$ cat src/design/fcmp_defines.svh
`ifndef FCMP_DEFINES_SVH
`define FCMP_DEFINES_SVH

////////////////////////////////////////
// single precision format
////////////////////////////////////////

`define FLEN 32  // operand width
`define NE   8   // exponent field
`define NF   23  // stored fraction, mantissa is NF+1 with implicit bit

// integer result width, one compare bit in bit 0
`define XLEN 32

// risc-v canonical quiet nan
`define CANONNAN 32'h7fc0_0000

`endif

$ cat src/design/fcmpPkg.sv
package fcmpPkg;

  ////////////////////////////////////////
  // compare unit operation codes
  ////////////////////////////////////////

  // bit 0 set on max and the less-than forms,
  // bit 1 set on min and the equal forms
  typedef enum logic [2:0] {
    opLt  = 3'b001,  // flt, fltq with zfa
    opEq  = 3'b010,  // feq
    opLe  = 3'b011,  // fle, fleq with zfa
    opMax = 3'b101,  // fmax, fmaxm with zfa
    opMin = 3'b110   // fmin, fminm with zfa
  } fcmpOp;

  // 100, 000 and 111 are unused, the
  // compare stage answers them with zeros

endpackage

$ cat src/design/fpClassify.sv
`timescale 1ns/1ps
`include "fcmp_defines.svh"

module fpClassify (
  input  logic                clk,
  input  logic                rstN,
  input  logic                inValid,            // one-cycle strobe, no back-pressure
  input  logic [`FLEN-1:0]    x,
  input  logic [`FLEN-1:0]    y,
  input  fcmpPkg::fcmpOp      op,
  input  logic                zfa,                // fminm/fmaxm/fltq/fleq
  output logic                s1Valid,
  output fcmpPkg::fcmpOp      s1Op,
  output logic                s1Zfa,
  output logic [`FLEN-1:0]    s1X, s1Y,           // raw operands for eq and min/max
  output logic                s1Xs, s1Ys,         // signs
  output logic [`NE-1:0]      s1Xe, s1Ye,         // biased exponents
  output logic [`NF:0]        s1Xm, s1Ym,         // mantissa with implicit bit
  output logic                s1XZero, s1YZero,
  output logic                s1XNaN, s1YNaN,
  output logic                s1XSNaN, s1YSNaN
);

  ////////////////////////////////////////
  // field helpers, same code for x and y
  ////////////////////////////////////////

  function automatic logic [`NE-1:0] expOf(input logic [`FLEN-1:0] v);
    return v[`FLEN-2:`NF];
  endfunction

  // implicit bit only for normals and inf/nan
  function automatic logic [`NF:0] mantOf(input logic [`FLEN-1:0] v);
    return {|v[`FLEN-2:`NF], v[`NF-1:0]};
  endfunction

  function automatic logic isZero(input logic [`FLEN-1:0] v);
    return ~|v[`FLEN-2:0];  // exp and frac all zero, either sign
  endfunction

  function automatic logic isNaN(input logic [`FLEN-1:0] v);
    return (&v[`FLEN-2:`NF]) & (|v[`NF-1:0]);
  endfunction

  // quiet bit is the top fraction bit
  function automatic logic isSNaN(input logic [`FLEN-1:0] v);
    return isNaN(v) & ~v[`NF-1];
  endfunction

  ////////////////////////////////////////
  // stage 1 registers
  ////////////////////////////////////////

  always_ff @(posedge clk or negedge rstN) begin
    if (!rstN) begin
      s1Valid <= 1'b0;
    end else begin
      s1Valid <= inValid;  // one pulse per accepted op
    end
  end

  // payload only moves on an accepted transaction
  always_ff @(posedge clk) begin
    if (inValid) begin
      s1Op    <= op;
      s1Zfa   <= zfa;
      s1X     <= x;
      s1Y     <= y;
      s1Xs    <= x[`FLEN-1];
      s1Ys    <= y[`FLEN-1];
      s1Xe    <= expOf(x);
      s1Ye    <= expOf(y);
      s1Xm    <= mantOf(x);
      s1Ym    <= mantOf(y);
      s1XZero <= isZero(x);
      s1YZero <= isZero(y);
      s1XNaN  <= isNaN(x);
      s1YNaN  <= isNaN(y);
      s1XSNaN <= isSNaN(x);
      s1YSNaN <= isSNaN(y);
    end
  end

endmodule

$ cat src/design/fcmp.sv
`timescale 1ns/1ps
`include "fcmp_defines.svh"

module fcmp (
  input  logic                clk,
  input  logic                rstN,
  input  logic                s1Valid,
  input  fcmpPkg::fcmpOp      s1Op,
  input  logic                s1Zfa,
  input  logic [`FLEN-1:0]    s1X, s1Y,
  input  logic                s1Xs, s1Ys,
  input  logic [`NE-1:0]      s1Xe, s1Ye,
  input  logic [`NF:0]        s1Xm, s1Ym,
  input  logic                s1XZero, s1YZero,
  input  logic                s1XNaN, s1YNaN,
  input  logic                s1XSNaN, s1YSNaN,
  output logic                outValid,
  output logic [`FLEN-1:0]    cmpFpRes,   // fmin/fmax result
  output logic [`XLEN-1:0]    cmpIntRes,  // feq/flt/fle result in bit 0
  output logic                cmpNV       // invalid flag
);

  import fcmpPkg::*;

  logic               ltAbs;       // |x| < |y|
  logic               lt;          // signed x < y
  logic               eq;          // bit equal
  logic               bothZero;
  logic               eitherNaN;
  logic               eitherSNaN;
  logic [`FLEN-1:0]   minMaxRes;
  logic               nvNext;
  logic [`FLEN-1:0]   fpNext;
  logic               cmpBit;

  ////////////////////////////////////////
  // ordering
  ////////////////////////////////////////

  // exp then mantissa, compared as one unsigned number
  assign ltAbs = {s1Xe, s1Xm} < {s1Ye, s1Ym};
  assign eq    = (s1X == s1Y);

  // neg < pos, two negs flip the magnitude order
  // so -0 < +0 here; the compares patch that with bothZero
  assign lt = (s1Xs & ~s1Ys) |
              (s1Xs & s1Ys & ~ltAbs & ~eq) |
              (~s1Xs & ~s1Ys & ltAbs);

  assign bothZero   = s1XZero & s1YZero;
  assign eitherNaN  = s1XNaN | s1YNaN;
  assign eitherSNaN = s1XSNaN | s1YSNaN;

  ////////////////////////////////////////
  // min / max select
  ////////////////////////////////////////

  always_comb begin
    if (s1Zfa ? eitherNaN : (s1XNaN & s1YNaN)) begin
      minMaxRes = `CANONNAN;  // fminm/fmaxm on any nan, fmin/fmax on two
    end else if (s1XNaN) begin
      minMaxRes = s1Y;        // the number wins over a nan
    end else if (s1YNaN) begin
      minMaxRes = s1X;
    end else if (s1Op == opMax) begin
      minMaxRes = lt ? s1Y : s1X;
    end else begin
      minMaxRes = lt ? s1X : s1Y;
    end
  end

  ////////////////////////////////////////
  // per op result and flag
  ////////////////////////////////////////

  always_comb begin
    nvNext = 1'b0;
    fpNext = '0;
    cmpBit = 1'b0;
    case (s1Op)
      opMin, opMax: begin
        nvNext = eitherSNaN;  // quiet op
        fpNext = minMaxRes;
      end
      opEq: begin
        nvNext = eitherSNaN;
        cmpBit = (eq | bothZero) & ~eitherNaN;  // +0 == -0
      end
      opLt: begin
        // flt signals on any nan, fltq only on snan
        nvNext = s1Zfa ? eitherSNaN : eitherNaN;
        cmpBit = lt & ~bothZero & ~eitherNaN;
      end
      opLe: begin
        nvNext = s1Zfa ? eitherSNaN : eitherNaN;
        cmpBit = ((lt & ~bothZero) | eq | bothZero) & ~eitherNaN;
      end
      default: begin
        nvNext = 1'b0;  // unused codes give zeros
      end
    endcase
  end

  ////////////////////////////////////////
  // output registers
  ////////////////////////////////////////

  always_ff @(posedge clk or negedge rstN) begin
    if (!rstN) begin
      outValid  <= 1'b0;
      cmpNV     <= 1'b0;
      cmpFpRes  <= '0;
      cmpIntRes <= '0;
    end else begin
      outValid <= s1Valid;
      if (s1Valid) begin
        cmpNV     <= nvNext;
        cmpFpRes  <= fpNext;
        cmpIntRes <= {{(`XLEN-1){1'b0}}, cmpBit};  // upper bits always zero
      end
    end
  end

endmodule

$ cat src/design/fcmpUnit.sv
`timescale 1ns/1ps
`include "fcmp_defines.svh"

module fcmpUnit (
  input  logic                clk,
  input  logic                rstN,
  input  logic                inValid,    // accepted on every edge it is high
  input  logic [`FLEN-1:0]    x,
  input  logic [`FLEN-1:0]    y,
  input  fcmpPkg::fcmpOp      op,
  input  logic                zfa,
  output logic                outValid,   // two edges after inValid
  output logic [`FLEN-1:0]    cmpFpRes,
  output logic [`XLEN-1:0]    cmpIntRes,
  output logic                cmpNV
);

  import fcmpPkg::*;

  ////////////////////////////////////////
  // stage 1 to stage 2 bundle
  ////////////////////////////////////////

  logic               s1Valid;
  fcmpOp              s1Op;
  logic               s1Zfa;
  logic [`FLEN-1:0]   s1X, s1Y;
  logic               s1Xs, s1Ys;
  logic [`NE-1:0]     s1Xe, s1Ye;
  logic [`NF:0]       s1Xm, s1Ym;
  logic               s1XZero, s1YZero;
  logic               s1XNaN, s1YNaN;
  logic               s1XSNaN, s1YSNaN;

  // unpack and classify
  fpClassify u_classify (
    .clk, .rstN, .inValid, .x, .y, .op, .zfa,
    .s1Valid, .s1Op, .s1Zfa, .s1X, .s1Y,
    .s1Xs, .s1Ys, .s1Xe, .s1Ye, .s1Xm, .s1Ym,
    .s1XZero, .s1YZero, .s1XNaN, .s1YNaN, .s1XSNaN, .s1YSNaN
  );

  // order, select, register outputs
  fcmp u_cmp (
    .clk, .rstN,
    .s1Valid, .s1Op, .s1Zfa, .s1X, .s1Y,
    .s1Xs, .s1Ys, .s1Xe, .s1Ye, .s1Xm, .s1Ym,
    .s1XZero, .s1YZero, .s1XNaN, .s1YNaN, .s1XSNaN, .s1YSNaN,
    .outValid, .cmpFpRes, .cmpIntRes, .cmpNV
  );

endmodule

$ cat config.mk
export PLATFORM = sky130hd
export DESIGN_NAME = fcmpUnit
export DESIGN_NICKNAME = d
export VERILOG_FILES = /design/src/design/fcmpPkg.sv /design/src/design/fpClassify.sv /design/src/design/fcmp.sv /design/src/design/fcmpUnit.sv
export VERILOG_INCLUDE_DIRS = /design/src /design/src/design
export SDC_FILE = /design/constraint.sdc
export NUM_CORES = 1
export LEC_CHECK = 0
export ABC_AREA = 0
export BUFFER_PORTS_ARGS = -buffer_cell sky130_fd_sc_hd__buf_2
export CAP_MARGIN = 20
export CORE_MARGIN = 2
export CORE_UTILIZATION = 50
export DETAILED_ROUTE_END_ITERATION = 10
export PLACE_DENSITY = 0.77
export SYNTH_ARGS = -nofsm -noshare
export SYNTH_HDL_FRONTEND = slang
export SYNTH_HIERARCHICAL = 1
export SYNTH_SLANG_ARGS = --single-unit
$ cat constraint.sdc
create_clock -name clk -period 2.7 [get_ports clk]
set_input_delay 0 -clock clk [delete_from_list [all_inputs] [get_ports clk]]
set_output_delay 0 -clock clk [all_outputs]
set_load 0.005 [all_outputs]
# After elaboration in Yosys (flattened, before gate mapping)
# Index checks and enable logic that the tools add are counted.
# totals
romBits	0
regBits	176
ramBits	0
input_bits	71
n_memories	0
latch_bits	0
output_inout_bits	66
# op_classes
addsub	0
magnitude_cmp	1
mux	11
reduce_logical	13
div	0
shifts	0
n_eq_ne	6
bitwise	31
mul	0
# op_table
op	count
32-bit 2-to-1 mux	7
31-bit OR reduction	2
23-bit OR reduction	2
32-bit equality test	1
32-bit < comparator	1
1-bit bitwise AND	16
8-bit AND reduction	2
8-bit OR reduction	2
1-bit NOT	8
1-bit OR	7
3-bit by 2-bit equality test with 1-bit output, second input constant	2
3-bit equality test, second input constant	2
2-bit OR reduction	2
3-bit by 1-bit equality test with 1-bit output, second input constant	1
1-bit case mux with 3 select lines	1
3-bit OR reduction	1
1-bit zero test	2
1-bit 2-to-1 mux	2
1-bit case mux with 2 select lines	1

# Logic depth before layout (Yosys ltp)
# logic_depth
ltp_word	12
depth_mapped	13
mapped_depth_nobuf	10

# Cells and area by module
# Netlist, hierarchy kept.
# modules_own_cells
module	area_each_um2	cells_per_inst	n_inst	seq_area_each_um2
fcmp	3497.1	452	1	875.8
fpClassify	3030.4	174	1	2307.2

# Worst setup path before layout
# No wires, ideal clock.
# synth_timing
kind	reg-to-reg
startpoint	register u_classify.s1X[29]
endpoint	register u_cmp.cmpFpRes[11]
setup_time_ns	0.125
stages_incl_launch_ff	12
arrival_ns	2.676
path_slack_ns	-0.101
t_required_ns	2.575
path_cell_list	edfxtp_1 buf_4 ha_1 nand4_2 or4_4 o22ai_2 o22ai_1 o41a_1 buf_6 buf_2 nand4_1 nand3_1
# synth_via
elab_chain_cells	11
# synth_rtl
element	line_no	rtl
start, declared	fpClassify.sv:15	output logic [`FLEN-1:0] s1X, s1Y,
start signal, assigned	fpClassify.sv:67	s1X <= x;
32-bit equality test (*)	fcmp.sv:42	assign eq = (s1X == s1Y);
1-bit NOT (*)	fcmp.sv:47	(s1Xs & s1Ys & ~ltAbs & ~eq) |
1-bit bitwise AND (*)	fcmp.sv:47	
1-bit OR (*)	fcmp.sv:46	assign lt = (s1Xs & ~s1Ys) |
1-bit OR (*)	fcmp.sv:47	
32-bit 2-to-1 mux (on tied branches)	fcmp.sv:68, fcmp.sv:66	
32-bit 2-to-1 mux (*)	fcmp.sv:65	end else if (s1Op == opMax) begin
32-bit 2-to-1 mux (*)	fcmp.sv:63	end else if (s1YNaN) begin
32-bit 2-to-1 mux (*)	fcmp.sv:61	end else if (s1XNaN) begin
32-bit 2-to-1 mux (*)	fcmp.sv:59	if (s1Zfa ? eitherNaN : (s1XNaN & s1YNaN)) begin
32-bit 2-to-1 mux (*)	fcmp.sv:80	case (s1Op)
end signal, assigned	fcmp.sv:118	cmpFpRes <= fpNext;
end, declared	fcmp.sv:18	output logic [`FLEN-1:0] cmpFpRes,
# Mark *: on every way between the ends. The rest lies on a longest branch, timed or not.
# A chain may end at the register's enable or synchronous reset.

# Worst setup path in the final report
# layout_timing
startpoint	register u_classify.s1X[1]
endpoint	register u_cmp.cmpFpRes[4]
# The elaborated chain is that of the path after synthesis.

==> qor.csv <==
metric;value;unit
Die H;118;um
HP Class;input pin to flip-flop;
Avg Cell Area, Syn;10.4;sq um
area of the multi-input gates;2590;sq um
startpoint types;flip-flop;
drt via density;5.66;
Synth top area share;0.350;
clock latency on the worst-skew pair;0.36;ns
Synth area leaders;edfxtp_1 (35%), dfrtp_1 (14%), buf_4 (11%);
final slew viol count;0;
flop2flop setup slack;-0.15;ns
Worst path depth;9;
Crit path buffers/inverters;1;
setup TNS;-4.12;ns
number of global-route vias before repair;5538;
RSZ-0062 raised after global routing;true;
Hold Path Stages;1;
core footprint;12700;sq um
GPL Wtd Cong;0.872;
mapped cell area;6530;sq um
Post-synth EDFFs;76;
DP Area;7140;sq um
CTS H-Tree Depth;3;
Worst Setup Slack, final;-0.154;ns
Vias;5504;
Slew HR;0.389;
Seq. cell area;3180;sq um
drt total wl;18800;um
sequential-to-total area share from yosys stat;0.488;
actual slew at the worst max-slew pin;0.917;ns
slowest cell on the critical path;o41a_4;
failing checks;setup timing;
layout cell share with drive strength beyond 1;0.275;
Cells after Synth;626;
Final Hold Viols;0;
Net Switching;1.24;mW
P&R area growth vs syn;26.9;%
Ports;137;
placed cell count;883;
initial antenna violation count;0;
Peak VDD IR;0.000348;V
row cnt;41;
CTS tree;yes;
TritonCTS Buffers;9;
DIE AREA;14000;sq um
Final setup violation count;32;
outcome;finished, violations left;
Seq cells post-synth;112;
combinational fraction of design power;0.219;
crit path DAT;3.16;ns
clk buf depth;2;
first-pass GRT wire length;28700;um
Warnings, synthesis;6;
remaining antenna violation count after routing;0;
cell family contributing the most delay on the critical path;compound AO/OA/AOI/OAI gates;
WP data required;3.00;ns
antenna diode count;0;
Crit Path Class;flip-flop to flip-flop;
root cell of the clock tree;clkbuf_16;
CP Cell Sequence;ha_1 -> a2111o_1 -> a311oi_4 -> o32a_1 -> nand2_1 -> o41a_4 -> buf_12 -> a21o_1 -> nand3_1;
Critical Path End Type;flip-flop;
Critical Path Max Stage Delay;0.55;ns
global-route usage over all layers;0.263;
Finished Cell Area;8280;sq um
fillers;927;
cell accounting for the most synthesized area;edfxtp_1;
Fin Clk Skew;0.0204;ns
Place WS;-0.242;ns
fin crit period;2.85;ns
Starting DRT DRC Count;487;
sw frac;0.288;
global route overflow;0;
final period utilization;1.06;
clock share of power;0.296;
max-cap violations;0;
CP Max Fanout;28;
fmax;350;MHz
largest net degree at the start of global routing;48;
dpl hpwl;11900;um
Distinct cells, synth;46;
Clock Pin Slew Worst Setup and Hold Paths;0.09;ns
routed len/inst;19.3;um
Util after Layout;0.654;
sequential cell fraction of total power;0.485;
number of port buffers;105;
Lkg Pwr;3.66;nW
Final Non-Filler Cells;973;
R2R cell count;9;
Starting Density;0.515;
ys async rst share;0.321;
# clock sinks;112;
Synth Flop Type;edfxtp_1;
die width;118;um
Final #Nets;898;
power per cell area;521;nW/um^2
Pint;3.08;mW
DRC viols;0;
TritonRoute pass-1 iters;5;
cell usage after synthesis, types with 9 or more instances:
library cell  count
inv_1            33
nand3_1          36
a21oi_1          25
a21o_1           33
nor4_1           13
nand2_1          76
clkbuf_1         12
nand4_1          49
xnor2_1          32
dfrtp_1          36
o21ai_0           9
ha_1             31
buf_4            95
edfxtp_1         76
path summary, 6_finish.rpt:
kind                                     from            endpoint
hold / removal                        inValid  u_classify/s1Valid
hold reg to reg            u_cmp/cmpFpRes[15]  u_cmp/cmpFpRes[15]
setup reg to reg            u_classify/s1X[1]   u_cmp/cmpFpRes[4]
min in group asynchronous                rstN   u_cmp/cmpFpRes[6]
max in group asynchronous                rstN  u_cmp/cmpFpRes[23]
setup / recovery            u_classify/s1X[1]   u_cmp/cmpFpRes[4]
repair_timing:
action,in CTS,in global routing
hold buffers,69,0
setup endpoints to repair,32,32
hold endpoints to repair,106,0
resized for setup,4,14
buffers inserted,0,2
pin swaps,3,9
gates cloned,1,2
metrics by stage:
stage | power (mW) | hold WS (ns)
2_1_floorplan | 2.61 | -0.296
3_3_place_gp | 2.86 | 0.176
3_5_place_dp | 2.90 | 0.179
4_1_cts | 4.23 | 0.133
5_1_grt | 4.46 | 0.177
6_report | 4.32 | 0.135
worst reg2reg max path, delay by kind of cell (launching register included):
family,cells,cell delay [ns]
AND/OR/NAND/NOR,2,0.19
flip-flops,1,0.41
AO/OA/AOI/OAI,5,1.69
adder cells (fa/ha/maj),1,0.31
buffers and inverters,1,0.19
cell usage in the layout, fill, tap and decap left out, types with 2 or more instances in the layout:
master,n
a211oi_1,2
a21o_1,33
a21oi_1,22
a21oi_2,3
a221oi_2,2
and4_1,5
buf_12,5
buf_2,105
buf_4,66
clkbuf_16,10
clkinv_1,2
conb_1,31
dfrtp_1,36
dlygate4sd3_1,69
edfxtp_1,76
ha_1,30
inv_1,33
inv_6,2
nand2_1,76
nand2b_1,6
nand3_1,33
nand3_2,3
nand4_1,49
nor2_1,6
nor2_4,2
nor2b_1,3
nor3_1,4
nor4_1,13
o21ai_0,8
o22ai_2,2
or4_4,5
xnor2_1,32
kinds of logic (layout without fill, tap and decap cells):
logic type,Yosys count,in the layout,share of synthesized area
adders and majority gates,32,32,0.0610
other,1,31,0.000574
buffers and inverters,154,299,0.149
xor gates and xnor gates,32,32,0.0429
and+or+nand+nor,212,212,0.173
AOI/OAI and AO/OA,83,83,0.0861
DFF,112,112,0.488
layout make-up:
class                   count  share of cell area
flip-flops and latches    112               0.384
multi-input cells         390               0.313
repair buffers            249               0.228
clock buffers              10              0.0276
well taps                 172              0.0260
inverters                  34              0.0154
clock inverters             6             0.00514
power groups by stage:
stage                     Clock [mW]  Sequential (mW)  Combinational [mW]
after floorplan                    0             2.12               0.498
after global placement             0             2.12               0.744
after detailed placement           0             2.13               0.771
after CTS                       1.26             2.09               0.880
after global routing            1.34             2.11                1.01
final                           1.28             2.09               0.945
registers in the layout (all words and copies together) (netlist names), 3 cells and up:
register	cells
u_cmp/cmpFpRes	32
u_classify/s1X	32
u_classify/s1Op	3
u_classify/s1Y	32
per-layer routing:
layer / global-route usage / wire length (um)
met5: 0 / 0
met4: 0.123 / 710
met3: 0.0319 / 1330
met2: 0.460 / 9480
met1: 0.322 / 7230
No activity file was read; power rests on OpenSTA's default activity.
